<file path="config.mk">
export PLATFORM = sky130hd
export DESIGN_NAME = cache_top
export DESIGN_NICKNAME = d
export VERILOG_FILES = /design/src/source/cache_pkg.sv /design/src/source/limp_if.sv /design/src/source/cache_ctrl.sv /design/src/source/cache_top.sv /design/src/source/line_store.sv /design/src/source/load_aligner.sv /design/src/source/lutram.sv
export VERILOG_INCLUDE_DIRS = /design/src /design/src/source
export SDC_FILE = /design/constraint.sdc
export NUM_CORES = 2
export LEC_CHECK = 0
export BUFFER_PORTS_ARGS = -buffer_cell sky130_fd_sc_hd__buf_2
export CORE_MARGIN = 8
export CORE_UTILIZATION = 45
export CTS_CLUSTER_DIAMETER = 150
export DETAILED_ROUTE_END_ITERATION = 16
export GPL_TIMING_DRIVEN = 1
export SYNTH_ARGS = -nofsm -noshare
export SYNTH_HDL_FRONTEND = slang
export SYNTH_SLANG_ARGS = --single-unit
</file>
<file path="constraint.sdc">
create_clock -name i_clk -period 6.6 [get_ports i_clk]
set_input_delay 1.32 -clock i_clk [delete_from_list [all_inputs] [get_ports i_clk]]
set_output_delay 1.32 -clock i_clk [all_outputs]
set_load 0.1 [all_outputs]
</file>
<file path="src/source/cache_defines.svh">
// global widths for the cache; the address is byte-addressed and a word is fixed at 32 bits
`ifndef CACHE_DEFINES_SVH
`define CACHE_DEFINES_SVH

// physical address width in bits
`define PADDR_WIDTH 32
// data word width in bits, the byte and halfword extraction assumes 32
`define WORD_WIDTH 32
// 16 lines of 4 words unless a parameter overrides these
`define DEF_INDEX_WIDTH 4
`define DEF_OFFSET_WIDTH 2

`endif

</file>
<file path="src/source/cache_pkg.sv">
// shared types for the cache; the size and state encodings are 2 bits wide and must not grow
`include "cache_defines.svh"

package cache_pkg;

    typedef logic [`WORD_WIDTH-1:0] word_t;
    typedef logic [`PADDR_WIDTH-1:0] paddr_t;

    // access size of a stage or memory request
    typedef enum logic [1:0] {
        SIZE_BYTE     = 2'd0,
        SIZE_HALFWORD = 2'd1,
        SIZE_WORD     = 2'd2
    } size_e;

    // refill controller states
    typedef enum logic [1:0] {
        CACHE_STATE_IDLE      = 2'd0,
        CACHE_STATE_FILL      = 2'd1,
        CACHE_STATE_WRITE_TAG = 2'd2
    } cache_state_e;

endpackage

</file>
<file path="src/source/limp_if.sv">
// valid/ready request link; the requestor holds every request field stable until ready
interface limp_if;
    import cache_pkg::*;

    // request side, driven by the requestor
    logic   valid;
    logic   wen_nren;
    size_e  size;
    paddr_t addr;
    word_t  wdata;
    logic   uncacheable;

    // response side, driven by the servicer
    // rdata only means something in the cycle where valid and ready are both high
    logic   ready;
    word_t  rdata;

    modport requestor (
        output valid,
        output wen_nren,
        output size,
        output addr,
        output wdata,
        output uncacheable,
        input  ready,
        input  rdata
    );

    modport servicer (
        input  valid,
        input  wen_nren,
        input  size,
        input  addr,
        input  wdata,
        input  uncacheable,
        output ready,
        output rdata
    );

endinterface

</file>
<file path="src/source/cache_ctrl.sv">
// one request at a time; OFFSET_WIDTH must be at least 1 and writes never allocate a line
`include "cache_defines.svh"

module cache_ctrl #(
    parameter int INDEX_WIDTH  = `DEF_INDEX_WIDTH,
    parameter int OFFSET_WIDTH = `DEF_OFFSET_WIDTH,
    localparam int TAG_WIDTH   = `PADDR_WIDTH - INDEX_WIDTH - OFFSET_WIDTH - 2,
    localparam int LINE_WORDS  = 2 ** OFFSET_WIDTH
) (
    input  logic                    i_clk,
    input  logic                    i_rst_n,
    limp_if.servicer                stage_limp,
    limp_if.requestor               mem_limp,
    input  logic [TAG_WIDTH-1:0]    i_rtag,
    input  logic                    i_rvalid,
    input  cache_pkg::word_t        i_aligned_rdata,
    output logic [INDEX_WIDTH-1:0]  o_index,
    output logic [OFFSET_WIDTH-1:0] o_word_offset,
    output logic [1:0]              o_byte_offset,
    output logic                    o_line_wen,
    output logic [LINE_WORDS-1:0]   o_word_wen,
    output logic                    o_tag_wen,
    output logic [TAG_WIDTH-1:0]    o_wtag,
    output logic                    o_set_valid,
    output logic                    o_invalidate
);
    import cache_pkg::*;

    cache_state_e          state;
    cache_state_e          state_next;
    logic [TAG_WIDTH-1:0]  stage_tag;
    paddr_t                refill_addr;
    logic [LINE_WORDS-1:0] word_wen;
    logic                  passthrough;
    logic                  line_hit;
    logic                  read_hit;
    logic                  fill_beat;

    // the address splits into tag, line index, word offset and byte offset
    always_comb begin
        stage_tag     = stage_limp.addr[`PADDR_WIDTH-1 -: TAG_WIDTH];
        o_index       = stage_limp.addr[OFFSET_WIDTH + 2 +: INDEX_WIDTH];
        o_word_offset = stage_limp.addr[2 +: OFFSET_WIDTH];
        o_byte_offset = stage_limp.addr[1:0];
    end

    // writes and uncacheable reads bypass the line store entirely
    assign passthrough = stage_limp.wen_nren || stage_limp.uncacheable;
    // the indexed line holds this address, whatever kind of request it is
    assign line_hit    = i_rvalid && (i_rtag == stage_tag);
    assign read_hit    = stage_limp.valid && !passthrough && line_hit;
    // one refill word is taken from memory
    assign fill_beat   = (state == CACHE_STATE_FILL) && mem_limp.ready;

    // state, refill address counter and the one-hot word enable shifter
    always_ff @(posedge i_clk) begin
        if (!i_rst_n) begin
            state       <= CACHE_STATE_IDLE;
            refill_addr <= '0;
            word_wen    <= '0;
        end else begin
            state <= state_next;
            if (state == CACHE_STATE_IDLE) begin
                // preload with the line base and the first word slot
                refill_addr <= {stage_tag, o_index, {(OFFSET_WIDTH + 2){1'b0}}};
                word_wen    <= LINE_WORDS'(1);
            end else if (fill_beat) begin
                // both hold while memory stalls
                refill_addr <= refill_addr + paddr_t'(4);
                word_wen    <= word_wen << 1;
            end
        end
    end

    always_comb begin
        state_next = state;
        case (state)
            CACHE_STATE_IDLE: begin
                // only a cacheable read that misses starts a refill
                if (stage_limp.valid && !passthrough && !line_hit) begin
                    state_next = CACHE_STATE_FILL;
                end
            end
            CACHE_STATE_FILL: begin
                // done once the last word slot has been written
                if (fill_beat && word_wen[LINE_WORDS-1]) begin
                    state_next = CACHE_STATE_WRITE_TAG;
                end
            end
            CACHE_STATE_WRITE_TAG: begin
                // the tag lands this cycle and the request hits on the next one
                state_next = CACHE_STATE_IDLE;
            end
            default: begin
                state_next = CACHE_STATE_IDLE;
            end
        endcase
    end

    // line store controls, the refill always targets the index of the waiting request
    always_comb begin
        o_line_wen  = fill_beat;
        o_word_wen  = word_wen;
        o_tag_wen   = state == CACHE_STATE_WRITE_TAG;
        o_set_valid = state == CACHE_STATE_WRITE_TAG;
        o_wtag      = stage_tag;
        // drop the line when a store to an address it holds goes out
        o_invalidate = stage_limp.valid && stage_limp.wen_nren && mem_limp.ready && line_hit;
    end

    // steer either the stage request or the refill onto the memory port
    always_comb begin
        if (passthrough) begin
            mem_limp.valid       = stage_limp.valid;
            mem_limp.wen_nren    = stage_limp.wen_nren;
            mem_limp.size        = stage_limp.size;
            mem_limp.addr        = stage_limp.addr;
            mem_limp.wdata       = stage_limp.wdata;
            mem_limp.uncacheable = stage_limp.uncacheable;
            stage_limp.ready     = mem_limp.ready;
            stage_limp.rdata     = mem_limp.rdata;
        end else begin
            // refills are whole-word cacheable reads
            mem_limp.valid       = state == CACHE_STATE_FILL;
            mem_limp.wen_nren    = 1'b0;
            mem_limp.size        = SIZE_WORD;
            mem_limp.addr        = refill_addr;
            mem_limp.wdata       = '0;
            mem_limp.uncacheable = 1'b0;
            stage_limp.ready     = read_hit;
            stage_limp.rdata     = i_aligned_rdata;
        end
    end

endmodule

</file>
<file path="src/source/cache_top.sv">
// cache top with plain stage and memory ports; memory must answer refill reads as whole words
`include "cache_defines.svh"

module cache_top #(
    parameter int INDEX_WIDTH  = `DEF_INDEX_WIDTH,
    parameter int OFFSET_WIDTH = `DEF_OFFSET_WIDTH
) (
    input  logic             i_clk,
    input  logic             i_rst_n,
    input  logic             i_flush,
    input  logic             i_stage_valid,
    input  logic             i_stage_wen_nren,
    input  cache_pkg::size_e i_stage_size,
    input  cache_pkg::paddr_t i_stage_addr,
    input  cache_pkg::word_t i_stage_wdata,
    input  logic             i_stage_uncacheable,
    output logic             o_stage_ready,
    output cache_pkg::word_t o_stage_rdata,
    output logic             o_mem_valid,
    output logic             o_mem_wen_nren,
    output cache_pkg::size_e o_mem_size,
    output cache_pkg::paddr_t o_mem_addr,
    output cache_pkg::word_t o_mem_wdata,
    output logic             o_mem_uncacheable,
    input  logic             i_mem_ready,
    input  cache_pkg::word_t i_mem_rdata
);
    import cache_pkg::*;

    localparam int TAG_WIDTH  = `PADDR_WIDTH - INDEX_WIDTH - OFFSET_WIDTH - 2;
    localparam int LINE_WORDS = 2 ** OFFSET_WIDTH;

    logic [INDEX_WIDTH-1:0]  index;
    logic [OFFSET_WIDTH-1:0] word_offset;
    logic [1:0]              byte_offset;
    logic                    line_wen;
    logic [LINE_WORDS-1:0]   word_wen;
    logic                    tag_wen;
    logic [TAG_WIDTH-1:0]    wtag;
    logic                    set_valid;
    logic                    invalidate;
    word_t [LINE_WORDS-1:0]  rline;
    logic [TAG_WIDTH-1:0]    rtag;
    logic                    rvalid;
    word_t                   aligned_rdata;

    limp_if stage_limp ();
    limp_if mem_limp ();

    // the stage pins act as requestor on stage_limp
    assign stage_limp.valid       = i_stage_valid;
    assign stage_limp.wen_nren    = i_stage_wen_nren;
    assign stage_limp.size        = i_stage_size;
    assign stage_limp.addr        = i_stage_addr;
    assign stage_limp.wdata       = i_stage_wdata;
    assign stage_limp.uncacheable = i_stage_uncacheable;
    assign o_stage_ready          = stage_limp.ready;
    assign o_stage_rdata          = stage_limp.rdata;

    // the memory pins face the external servicer of mem_limp
    assign o_mem_valid       = mem_limp.valid;
    assign o_mem_wen_nren    = mem_limp.wen_nren;
    assign o_mem_size        = mem_limp.size;
    assign o_mem_addr        = mem_limp.addr;
    assign o_mem_wdata       = mem_limp.wdata;
    assign o_mem_uncacheable = mem_limp.uncacheable;
    assign mem_limp.ready    = i_mem_ready;
    assign mem_limp.rdata    = i_mem_rdata;

    cache_ctrl #(
        .INDEX_WIDTH (INDEX_WIDTH),
        .OFFSET_WIDTH(OFFSET_WIDTH)
    ) ctrl0 (
        .i_clk          (i_clk),
        .i_rst_n        (i_rst_n),
        .stage_limp     (stage_limp.servicer),
        .mem_limp       (mem_limp.requestor),
        .i_rtag         (rtag),
        .i_rvalid       (rvalid),
        .i_aligned_rdata(aligned_rdata),
        .o_index        (index),
        .o_word_offset  (word_offset),
        .o_byte_offset  (byte_offset),
        .o_line_wen     (line_wen),
        .o_word_wen     (word_wen),
        .o_tag_wen      (tag_wen),
        .o_wtag         (wtag),
        .o_set_valid    (set_valid),
        .o_invalidate   (invalidate)
    );

    // reads and refill writes share one index since the store is only filled on a miss
    line_store #(
        .INDEX_WIDTH (INDEX_WIDTH),
        .OFFSET_WIDTH(OFFSET_WIDTH)
    ) store0 (
        .i_clk       (i_clk),
        .i_rst_n     (i_rst_n),
        .i_flush     (i_flush),
        .i_rindex    (index),
        .i_windex    (index),
        .i_line_wen  (line_wen),
        .i_word_wen  (word_wen),
        .i_wword     (i_mem_rdata),
        .i_tag_wen   (tag_wen),
        .i_wtag      (wtag),
        .i_set_valid (set_valid),
        .i_invalidate(invalidate),
        .o_rline     (rline),
        .o_rtag      (rtag),
        .o_rvalid    (rvalid)
    );

    load_aligner #(
        .OFFSET_WIDTH(OFFSET_WIDTH)
    ) aligner0 (
        .i_line       (rline),
        .i_word_offset(word_offset),
        .i_byte_offset(byte_offset),
        .i_size       (i_stage_size),
        .o_rdata      (aligned_rdata)
    );

endmodule

</file>
<file path="src/source/line_store.sv">
// line data and tags live in RAM, valid bits in flops; flush wins over set-valid in the same cycle
`include "cache_defines.svh"

module line_store #(
    parameter int INDEX_WIDTH  = `DEF_INDEX_WIDTH,
    parameter int OFFSET_WIDTH = `DEF_OFFSET_WIDTH,
    localparam int TAG_WIDTH   = `PADDR_WIDTH - INDEX_WIDTH - OFFSET_WIDTH - 2,
    localparam int LINE_WORDS  = 2 ** OFFSET_WIDTH,
    localparam int DEPTH       = 2 ** INDEX_WIDTH
) (
    input  logic                                i_clk,
    input  logic                                i_rst_n,
    input  logic                                i_flush,
    input  logic [INDEX_WIDTH-1:0]              i_rindex,
    input  logic [INDEX_WIDTH-1:0]              i_windex,
    input  logic                                i_line_wen,
    input  logic [LINE_WORDS-1:0]               i_word_wen,
    input  cache_pkg::word_t                    i_wword,
    input  logic                                i_tag_wen,
    input  logic [TAG_WIDTH-1:0]                i_wtag,
    input  logic                                i_set_valid,
    input  logic                                i_invalidate,
    output cache_pkg::word_t [LINE_WORDS-1:0]   o_rline,
    output logic [TAG_WIDTH-1:0]                o_rtag,
    output logic                                o_rvalid
);

    logic [DEPTH-1:0] line_valid;

    // the refill word goes to every lane and the one-hot word enable picks its slot
    lutram #(
        .DEPTH (DEPTH),
        .DWIDTH(LINE_WORDS * `WORD_WIDTH),
        .BWIDTH(`WORD_WIDTH)
    ) data_ram (
        .i_clk  (i_clk),
        .i_wen  (i_line_wen),
        .i_waddr(i_windex),
        .i_wben (i_word_wen),
        .i_wdata({LINE_WORDS{i_wword}}),
        .i_raddr(i_rindex),
        .o_rdata(o_rline)
    );

    // a tag is always written whole, so it is one lane wide
    lutram #(
        .DEPTH (DEPTH),
        .DWIDTH(TAG_WIDTH),
        .BWIDTH(TAG_WIDTH)
    ) tag_ram (
        .i_clk  (i_clk),
        .i_wen  (i_tag_wen),
        .i_waddr(i_windex),
        .i_wben (1'b1),
        .i_wdata(i_wtag),
        .i_raddr(i_rindex),
        .o_rdata(o_rtag)
    );

    // keeping valid bits in flops lets a flush clear every line in one cycle
    always_ff @(posedge i_clk) begin
        if (!i_rst_n) begin
            line_valid <= '0;
        end else if (i_flush) begin
            line_valid <= '0;
        end else if (i_set_valid) begin
            line_valid[i_windex] <= 1'b1;
        end else if (i_invalidate) begin
            // a write-through store makes the cached copy stale
            line_valid[i_windex] <= 1'b0;
        end
    end

    assign o_rvalid = line_valid[i_rindex];

endmodule

</file>
<file path="src/source/load_aligner.sv">
// zero-extends byte and halfword loads; a halfword at byte offset 1 or 3 is treated as offset 0 or 2
module load_aligner #(
    parameter int OFFSET_WIDTH = 2,
    localparam int LINE_WORDS  = 2 ** OFFSET_WIDTH
) (
    input  cache_pkg::word_t [LINE_WORDS-1:0]   i_line,
    input  logic [OFFSET_WIDTH-1:0]             i_word_offset,
    input  logic [1:0]                          i_byte_offset,
    input  cache_pkg::size_e                    i_size,
    output cache_pkg::word_t                    o_rdata
);
    import cache_pkg::*;

    word_t word;

    always_comb begin
        // first pick the word that the address points at inside the line
        word = i_line[i_word_offset];

        case (i_size)
            SIZE_BYTE: begin
                o_rdata = word_t'(word[8*i_byte_offset +: 8]);
            end
            SIZE_HALFWORD: begin
                // the upper halfword when bit 1 of the byte offset is set
                o_rdata = word_t'(word[16*i_byte_offset[1] +: 16]);
            end
            default: begin
                o_rdata = word;
            end
        endcase
    end

endmodule

</file>
<file path="src/source/lutram.sv">
// distributed RAM with async read and lane write enables; DWIDTH must be a multiple of BWIDTH
module lutram #(
    parameter int DEPTH  = 16,
    parameter int DWIDTH = 32,
    parameter int BWIDTH = 8,
    localparam int LANES  = DWIDTH / BWIDTH,
    localparam int AWIDTH = $clog2(DEPTH)
) (
    input  logic              i_clk,
    input  logic              i_wen,
    input  logic [AWIDTH-1:0] i_waddr,
    input  logic [LANES-1:0]  i_wben,
    input  logic [DWIDTH-1:0] i_wdata,
    input  logic [AWIDTH-1:0] i_raddr,
    output logic [DWIDTH-1:0] o_rdata
);

    // contents come up undefined, callers track validity on their own
    logic [DWIDTH-1:0] mem [DEPTH];

    // only the lanes with their enable set are updated
    always_ff @(posedge i_clk) begin
        if (i_wen) begin
            for (int i = 0; i < LANES; i++) begin
                if (i_wben[i]) begin
                    mem[i_waddr][i*BWIDTH +: BWIDTH] <= i_wdata[i*BWIDTH +: BWIDTH];
                end
            end
        end
    end

    // read is combinational so a hit can be answered in the request cycle
    assign o_rdata = mem[i_raddr];

endmodule

</file>
**Word-level counts from Yosys, hierarchy flattened**

Memories as Yosys holds them, arrays and structs flattened.
Cells that the tools add are included.

- Register bits: 54
- Bits in writable memories: 2,432
- Output and inout port bits: 102
- Word-level logic and storage cells: 82
- Memories kept: 2

Memory list:

| memory | depth | width | read ports | clocked after Yosys merged registers in | write ports | RTL line | source |
|---|---|---|---|---|---|---|---|
| store0.data_ram.mem | 16 | 128 | 1 | 0 | 1 | lutram.sv:19 | `logic [DWIDTH-1:0] mem [DEPTH];` |
| store0.tag_ram.mem | 16 | 24 | 1 | 0 | 1 | lutram.sv:19 |  |

- Add/sub/neg operators: 1
- Magnitude comparators: 3
- Equality and inequality tests: 6
- Shift operators: 2
- Multiplexer cells: 38
- Bitwise logic cells: 4
- Reductions and logical operators: 20

Operators by type and width:

| cell | number |
|---|---|
| 32-bit two-way mux | 6 |
| 32-bit binary-select mux with 2-bit select | 1 |
| 32-bit one-hot mux with 2 select lines | 1 |
| 32-bit by 3-bit adder with 32-bit output, second input constant | 1 |
| 16-bit two-way mux | 2 |
| 32-bit by 6-bit variable part select with 16-bit output | 1 |
| 32-bit by 6-bit variable part select with 8-bit output | 1 |
| 24-bit == test | 1 |
| 1-bit two-way mux | 22 |
| 16-bit AND | 1 |
| 16-bit inverter | 1 |
| 16-bit bitwise OR | 1 |
| 1-bit logical AND | 10 |
| 2-bit two-way mux | 3 |
| 4-bit by 5-bit less-than comparator with 1-bit output, second input constant | 1 |
| 1-bit binary-select mux with 4-bit select | 1 |
| 1-bit demux with 4-bit select | 1 |
| 2-bit by 1-bit == test with 1-bit output, second input constant | 2 |
| 4-bit by 1-bit greater-or-equal comparator with 1-bit output, second input constant | 1 |
| 2-bit logical NOT | 2 |
| 2-bit one-hot mux with 2 select lines | 1 |
| 2-bit nonzero test | 2 |
| 2-bit OR reduction | 2 |
| 2-bit by 3-bit less-than comparator with 1-bit output, second input constant | 1 |
| 7 further kinds | 8 |

**Depth between registers and ports, before layout**

- Word-level depth: 8
- Mapped depth: 15

**Modules after synthesis**

A second synthesis with hierarchy kept.

- Cells, all modules: 4,718
- Area, all modules: 97,705.0 um2

Modules (own cells, without submodules):

| module | times used | cells each | area an instance (um2) | seq. area each (um2) |
|---|---|---|---|---|
| lutram at store0.data_ram | 1 | 3,300 | 77,295.4 | 61,499.0 |
| lutram at store0.tag_ram | 1 | 613 | 14,455.1 | 11,531.1 |
| cache_ctrl | 1 | 574 | 3,595.9 | 720.7 |
| load_aligner | 1 | 146 | 1,508.9 | 0.0 |
| line_store | 1 | 85 | 849.6 | 320.3 |

**Least setup slack after synthesis**

No wires, ideal clock.

- Kind: in2out
- Start point: input i_stage_addr[4]
- End point: output o_stage_ready
- Data arrival time: 5,969 ps
- Required time: 5,280 ps
- Setup slack: -689 ps
- Stages on the path: 11
- Path buffers: 3
- Cell sequence: buf_6 -> buf_6 -> buf_2 -> mux4_2 -> mux2i_1 -> xor2_1 -> a21oi_1 -> a2111oi_0 -> o2111ai_1 -> or4_1 -> o21ai_0

- Word-level cells in the longest chain between the ends: 5

RTL lines:

| element | RTL line | source |
|---|---|---|
| start: declaration | cache_top.sv:14 | `input cache_pkg::paddr_t i_stage_addr,` |
| memory read 16 x 24 bit or 1-bit binary-select mux with 4-bit select (tied branches) | n/a |  |
| 24-bit == test or 1-bit two-way mux (tied branches) | cache_ctrl.sv:50, line_store.sv:74 |  |
| 1-bit logical AND (*) | cache_ctrl.sv:50 | `assign line_hit = i_rvalid && (i_rtag == stage_tag);` |
| 1-bit logical AND (*) | cache_ctrl.sv:51 | `assign read_hit = stage_limp.valid && !passthrough && line_hit;` |
| 1-bit two-way mux (*) | cache_ctrl.sv:113 | `if (passthrough) begin` |
| end: declaration | cache_top.sv:17 | `output logic o_stage_ready,` |

Every way passes the cells marked *; elsewhere a longest branch is shown, timed or not. The select of a mux whose other input is x is not followed.

**Worst setup path in the final report**

- Start point: input i_stage_addr[4]
- End point: output o_stage_rdata[7]

- Word-level cells in the longest chain between the ends: 6

RTL lines:

| element | RTL line | source |
|---|---|---|
| memory read 16 x 128 bit (*) | n/a |  |
| 32-bit binary-select mux with 2-bit select (*) | load_aligner.sv:18 | `word = i_line[i_word_offset];` |
| 32-bit two-way mux (not written as such) (*) | load_aligner.sv:18 |  |
| 32-bit by 6-bit variable part select with 16-bit output or 32-bit by 6-bit variable part select with 8-bit output (tied branches) | load_aligner.sv:26, load_aligner.sv:22 |  |
| 32-bit one-hot mux with 2 select lines (*) | load_aligner.sv:20 | `case (i_size)` |
| 32-bit two-way mux (*) | cache_ctrl.sv:113 |  |
| end: declaration | cache_top.sv:18 | `output cache_pkg::word_t o_stage_rdata,` |

Marks and branches as above.

==> results.toml <==
[sta]
fmax_ghz = 0.154
period_needed_ns = 6.48
period_share_pct = 98.2
hold_viol = 0
tightest_slew_ns = 1.33
setup_viol = 0
slew_headroom_pct = 11.3
holdWs_ns = 0.467
slew_viol_final = 0
setup_tns_ns = 0
rsz0062_at_grt = "false"
fin_skew_ns = 0.0583

[synth]
synth_top_area_share_pct = 75.3
synth_top_family_by_area = "multiplexers"
synth_compound_area_share_pct = 2.02
ys_types = 64
avgSynthCellArea_um2 = 22.3
synth.largest_area_cell = "edfxtp_1"
mappedNetlistNets = 4462
synthAdderAreaFrac_pct = 0.0129
synth_xor_area_share_pct = 0.280
synth_edf_count = 2432
ys_seq_elements = 2484
ys.flop_type = "edfxtp_1"
synth_cells = 4356
synthSimpleGateAreaFrac_pct = 2.24
synth_mux_area_share_pct = 17.9
synth-seq-area-share_pct = 76.4
synth_area_leaders = "edfxtp_1, mux4_2, dfxtp_1"
yosysWarningCount = 0
synthArstFlopShare_pct = 0
syn_area_mm2 = 0.0969

[place]
place_hpwl_mm = 155
gp_congestion = 0.931
portBuffers = 206

[power_and_ir_drop]
power-per-cell-area_mw_per_mm2 = 301
max-vdd-ir-drop_v = 0.000300
leakage_nw = 35.4

[setup_path]
endpoint = "o_stage_rdata[7]"
slowest_delay_ns = 0.58
ff2ff_path_depth = 5
cp_slowest_cell = "mux4_2"
end_kind = "primary output"
reg2reg_from = "ctrl0.state[0]"
crit_start = "i_stage_addr[4]"
worstPathRequired_ns = 5.28
crit_chain = "buf_8, buf_12, buf_12, mux4_2, mux4_2, mux2i_1, o22ai_1, a211oi_1, buf_4, a31oi_1, buf_2"
worstPathArrival_ns = 5.16
start_kind = "primary input"
r2r_end = "store0.data_ram.mem[0][16]"
criticalPathCategory = "in2out"
crit_fanout = 25
r2r_slack_ns = 2.90

[detailed_routing]
avgRoutedWirePerCell_um = 33.7
drt_wl_total_mm = 266
drc = 0
ant_nets = 0
vias_per_cell = 6.16
detail_route.iter0.violations = 6231
firstDrtPassIters = 5
vias = 48600

[floorplan]
io_pins = 207
start_util_pct = 45.2
die_h_um = 480
row_count = 170
die_area_mm2 = 0.230
die_w_um = 480
coreArea_mm2 = 0.214

[global_routing]
grt_overflow = 0
grt_pass1_vias = 49000
grt_util_met3_pct = 3.48
antenna_found_initial = 20
busiest_layer = "met2"
grt_first_pass_wirelength_mm = 375
use_met1_pct = 31.9
gr-usage-met2_pct = 36.8
grtUsageTotal_pct = 22.7
grt_max_degree = 66

[finish]
fillCellCount = 16600
drive_gt1_share_pct = 32.3
post-route-util_pct = 52.1
final_nets = 4957
syn_to_final_growth_pct = 15.3

[clock_network]
cts-root-buf = "clkbuf_16"
cts_buffers = 277
clk_latency_ns = 0.91
clk_pin_slew_ns = 0.06
cts_max_level = 5
cts_sinks = 2484
cts_setup_buffers = 0
clk_path_buf_depth = 4
cts_tree = "done"

[worst_hold_path]
hold_class = "reg2reg"

[run_status]
outcome = "finished, final reports clean"

[job]
maxCapViolations = 0
==> timing repair <==
item                       CTS  global route
setup endpoints to repair    1             1
hold buffers                 0             0
gates resized for setup      2             1
pin swaps                    0             0
cloned                       0             0
hold endpoints to repair     0             0
==> routing by layer <==
metal	vias to the layer above	wire length, µm
met4	4	9550
li1	19500	-
met5	-	24
met3	446	19600
met2	2245	128000
met1	26400	108000
==> metrics by stage <==
stage	total power [mW]	cells	area, µm²	worst slack (ns)
finish	33.7	7890	112000	0.118
global route	34.6	7879	112000	0.0501
CTS	33.9	7876	112000	0.0531
detailed placement	19.8	7410	104000	-0.267
global placement	19.8	7410	104000	-0.273
floorplan	18.9	4356	96900	0.0609
==> worst max-delay path: cells and delay by family <==
family                 cells  cell delay, ns
AOI/OAI and AO/OA          3            0.68
muxes                      3            1.58
buffers and inverters      5            1.49
==> layout by cell type, fill, tap and decap left out, types with 27 or more instances in the layout <==
cell and n:
edfxtp_1 2432, mux4_2 722, clkbuf_16 283, buf_4 211, buf_2 201, nand2_1 176, nor2_4 81, mux2i_1 74
nor2_1 71, clkinv_1 64, o21ai_0 63, a22oi_1 60, clkbuf_1 60, a21oi_1 59, dfxtp_1 52, and2_1 44
buf_12 43, clkinv_2 34, a31oi_1 27
==> sequential cells by signal, summed over array words and instances, names as in the netlist, named ones only <==
name                 count
store0.tag_ram.mem     384
ctrl0.refill_addr       30
ctrl0.o_word_wen         4
store0.data_ram.mem   2048
ctrl0.state              2
==> report_power, final <==
part | internal [mW] | switching (mW)
Clock | 8.26 | 5.93
Sequential | 17.3 | 0.0196
Combinational | 0.703 | 1.44
Total | 26.3 | 7.39
==> Yosys cell counts (9+ instances only) <==
library cell	count
a22o_1	20
nand2_1	179
buf_1	22
a221oi_1	15
nor3_1	13
nand3_1	17
mux2i_1	74
xnor2_1	16
dfxtp_1	52
o21ai_0	67
mux4_2	722
nor2b_1	23
nor2_1	154
xor2_1	15
buf_2	75
a21oi_1	59
mux4_1	9
clkbuf_1	132
and2_1	43
a31oi_1	28
edfxtp_1	2432
a22oi_1	61
nand4_1	10
inv_1	9
==> cell families (layout without fill, tap and decap cells) <==
| kind of cell | Yosys count | after routing |
|---|---|---|
| adders and majority gates | 1 | 1 |
| and+or+nand+nor | 479 | 479 |
| DFF | 2484 | 2484 |
| muxes | 811 | 811 |
| xor gates and xnor gates | 31 | 31 |
| AOI/OAI and AO/OA | 297 | 297 |
| buffers and inverters | 253 | 935 |
| other | 0 | 14 |
==> cell type report <==
| type | count | area [µm²] | share of cell area (%) |
|---|---|---|---|
| sequential | 2484 | 74100 | 66.3 |
| multi-input combinational | 1619 | 22400 | 20.0 |
| clock buffer | 345 | 7330 | 6.56 |
| tap | 2838 | 3550 | 3.18 |
| timing repair buffer | 459 | 3510 | 3.14 |
| clock inverter | 121 | 862 | 0.771 |
| inverter | 10 | 37.5 | 0.0336 |
| antenna | 14 | 35.0 | 0.0313 |
==> how the worst min path moves through the flow <==
stage | start | endpoint | slack [ns] | depth (start not counted)
final | ctrl0.o_word_wen[2] | ctrl0.o_word_wen[2] | 0.47 | 2
after CTS | ctrl0.o_word_wen[2] | ctrl0.o_word_wen[2] | 0.47 | 2
after global placement | ctrl0.o_word_wen[2] | ctrl0.o_word_wen[2] | 0.44 | 2
after floorplan | ctrl0.o_word_wen[1] | ctrl0.o_word_wen[1] | 0.44 | 2
after global routing | ctrl0.o_word_wen[2] | ctrl0.o_word_wen[2] | 0.51 | 2
after detailed placement | ctrl0.o_word_wen[2] | ctrl0.o_word_wen[2] | 0.46 | 2
(Power assumes the default switching activity.)
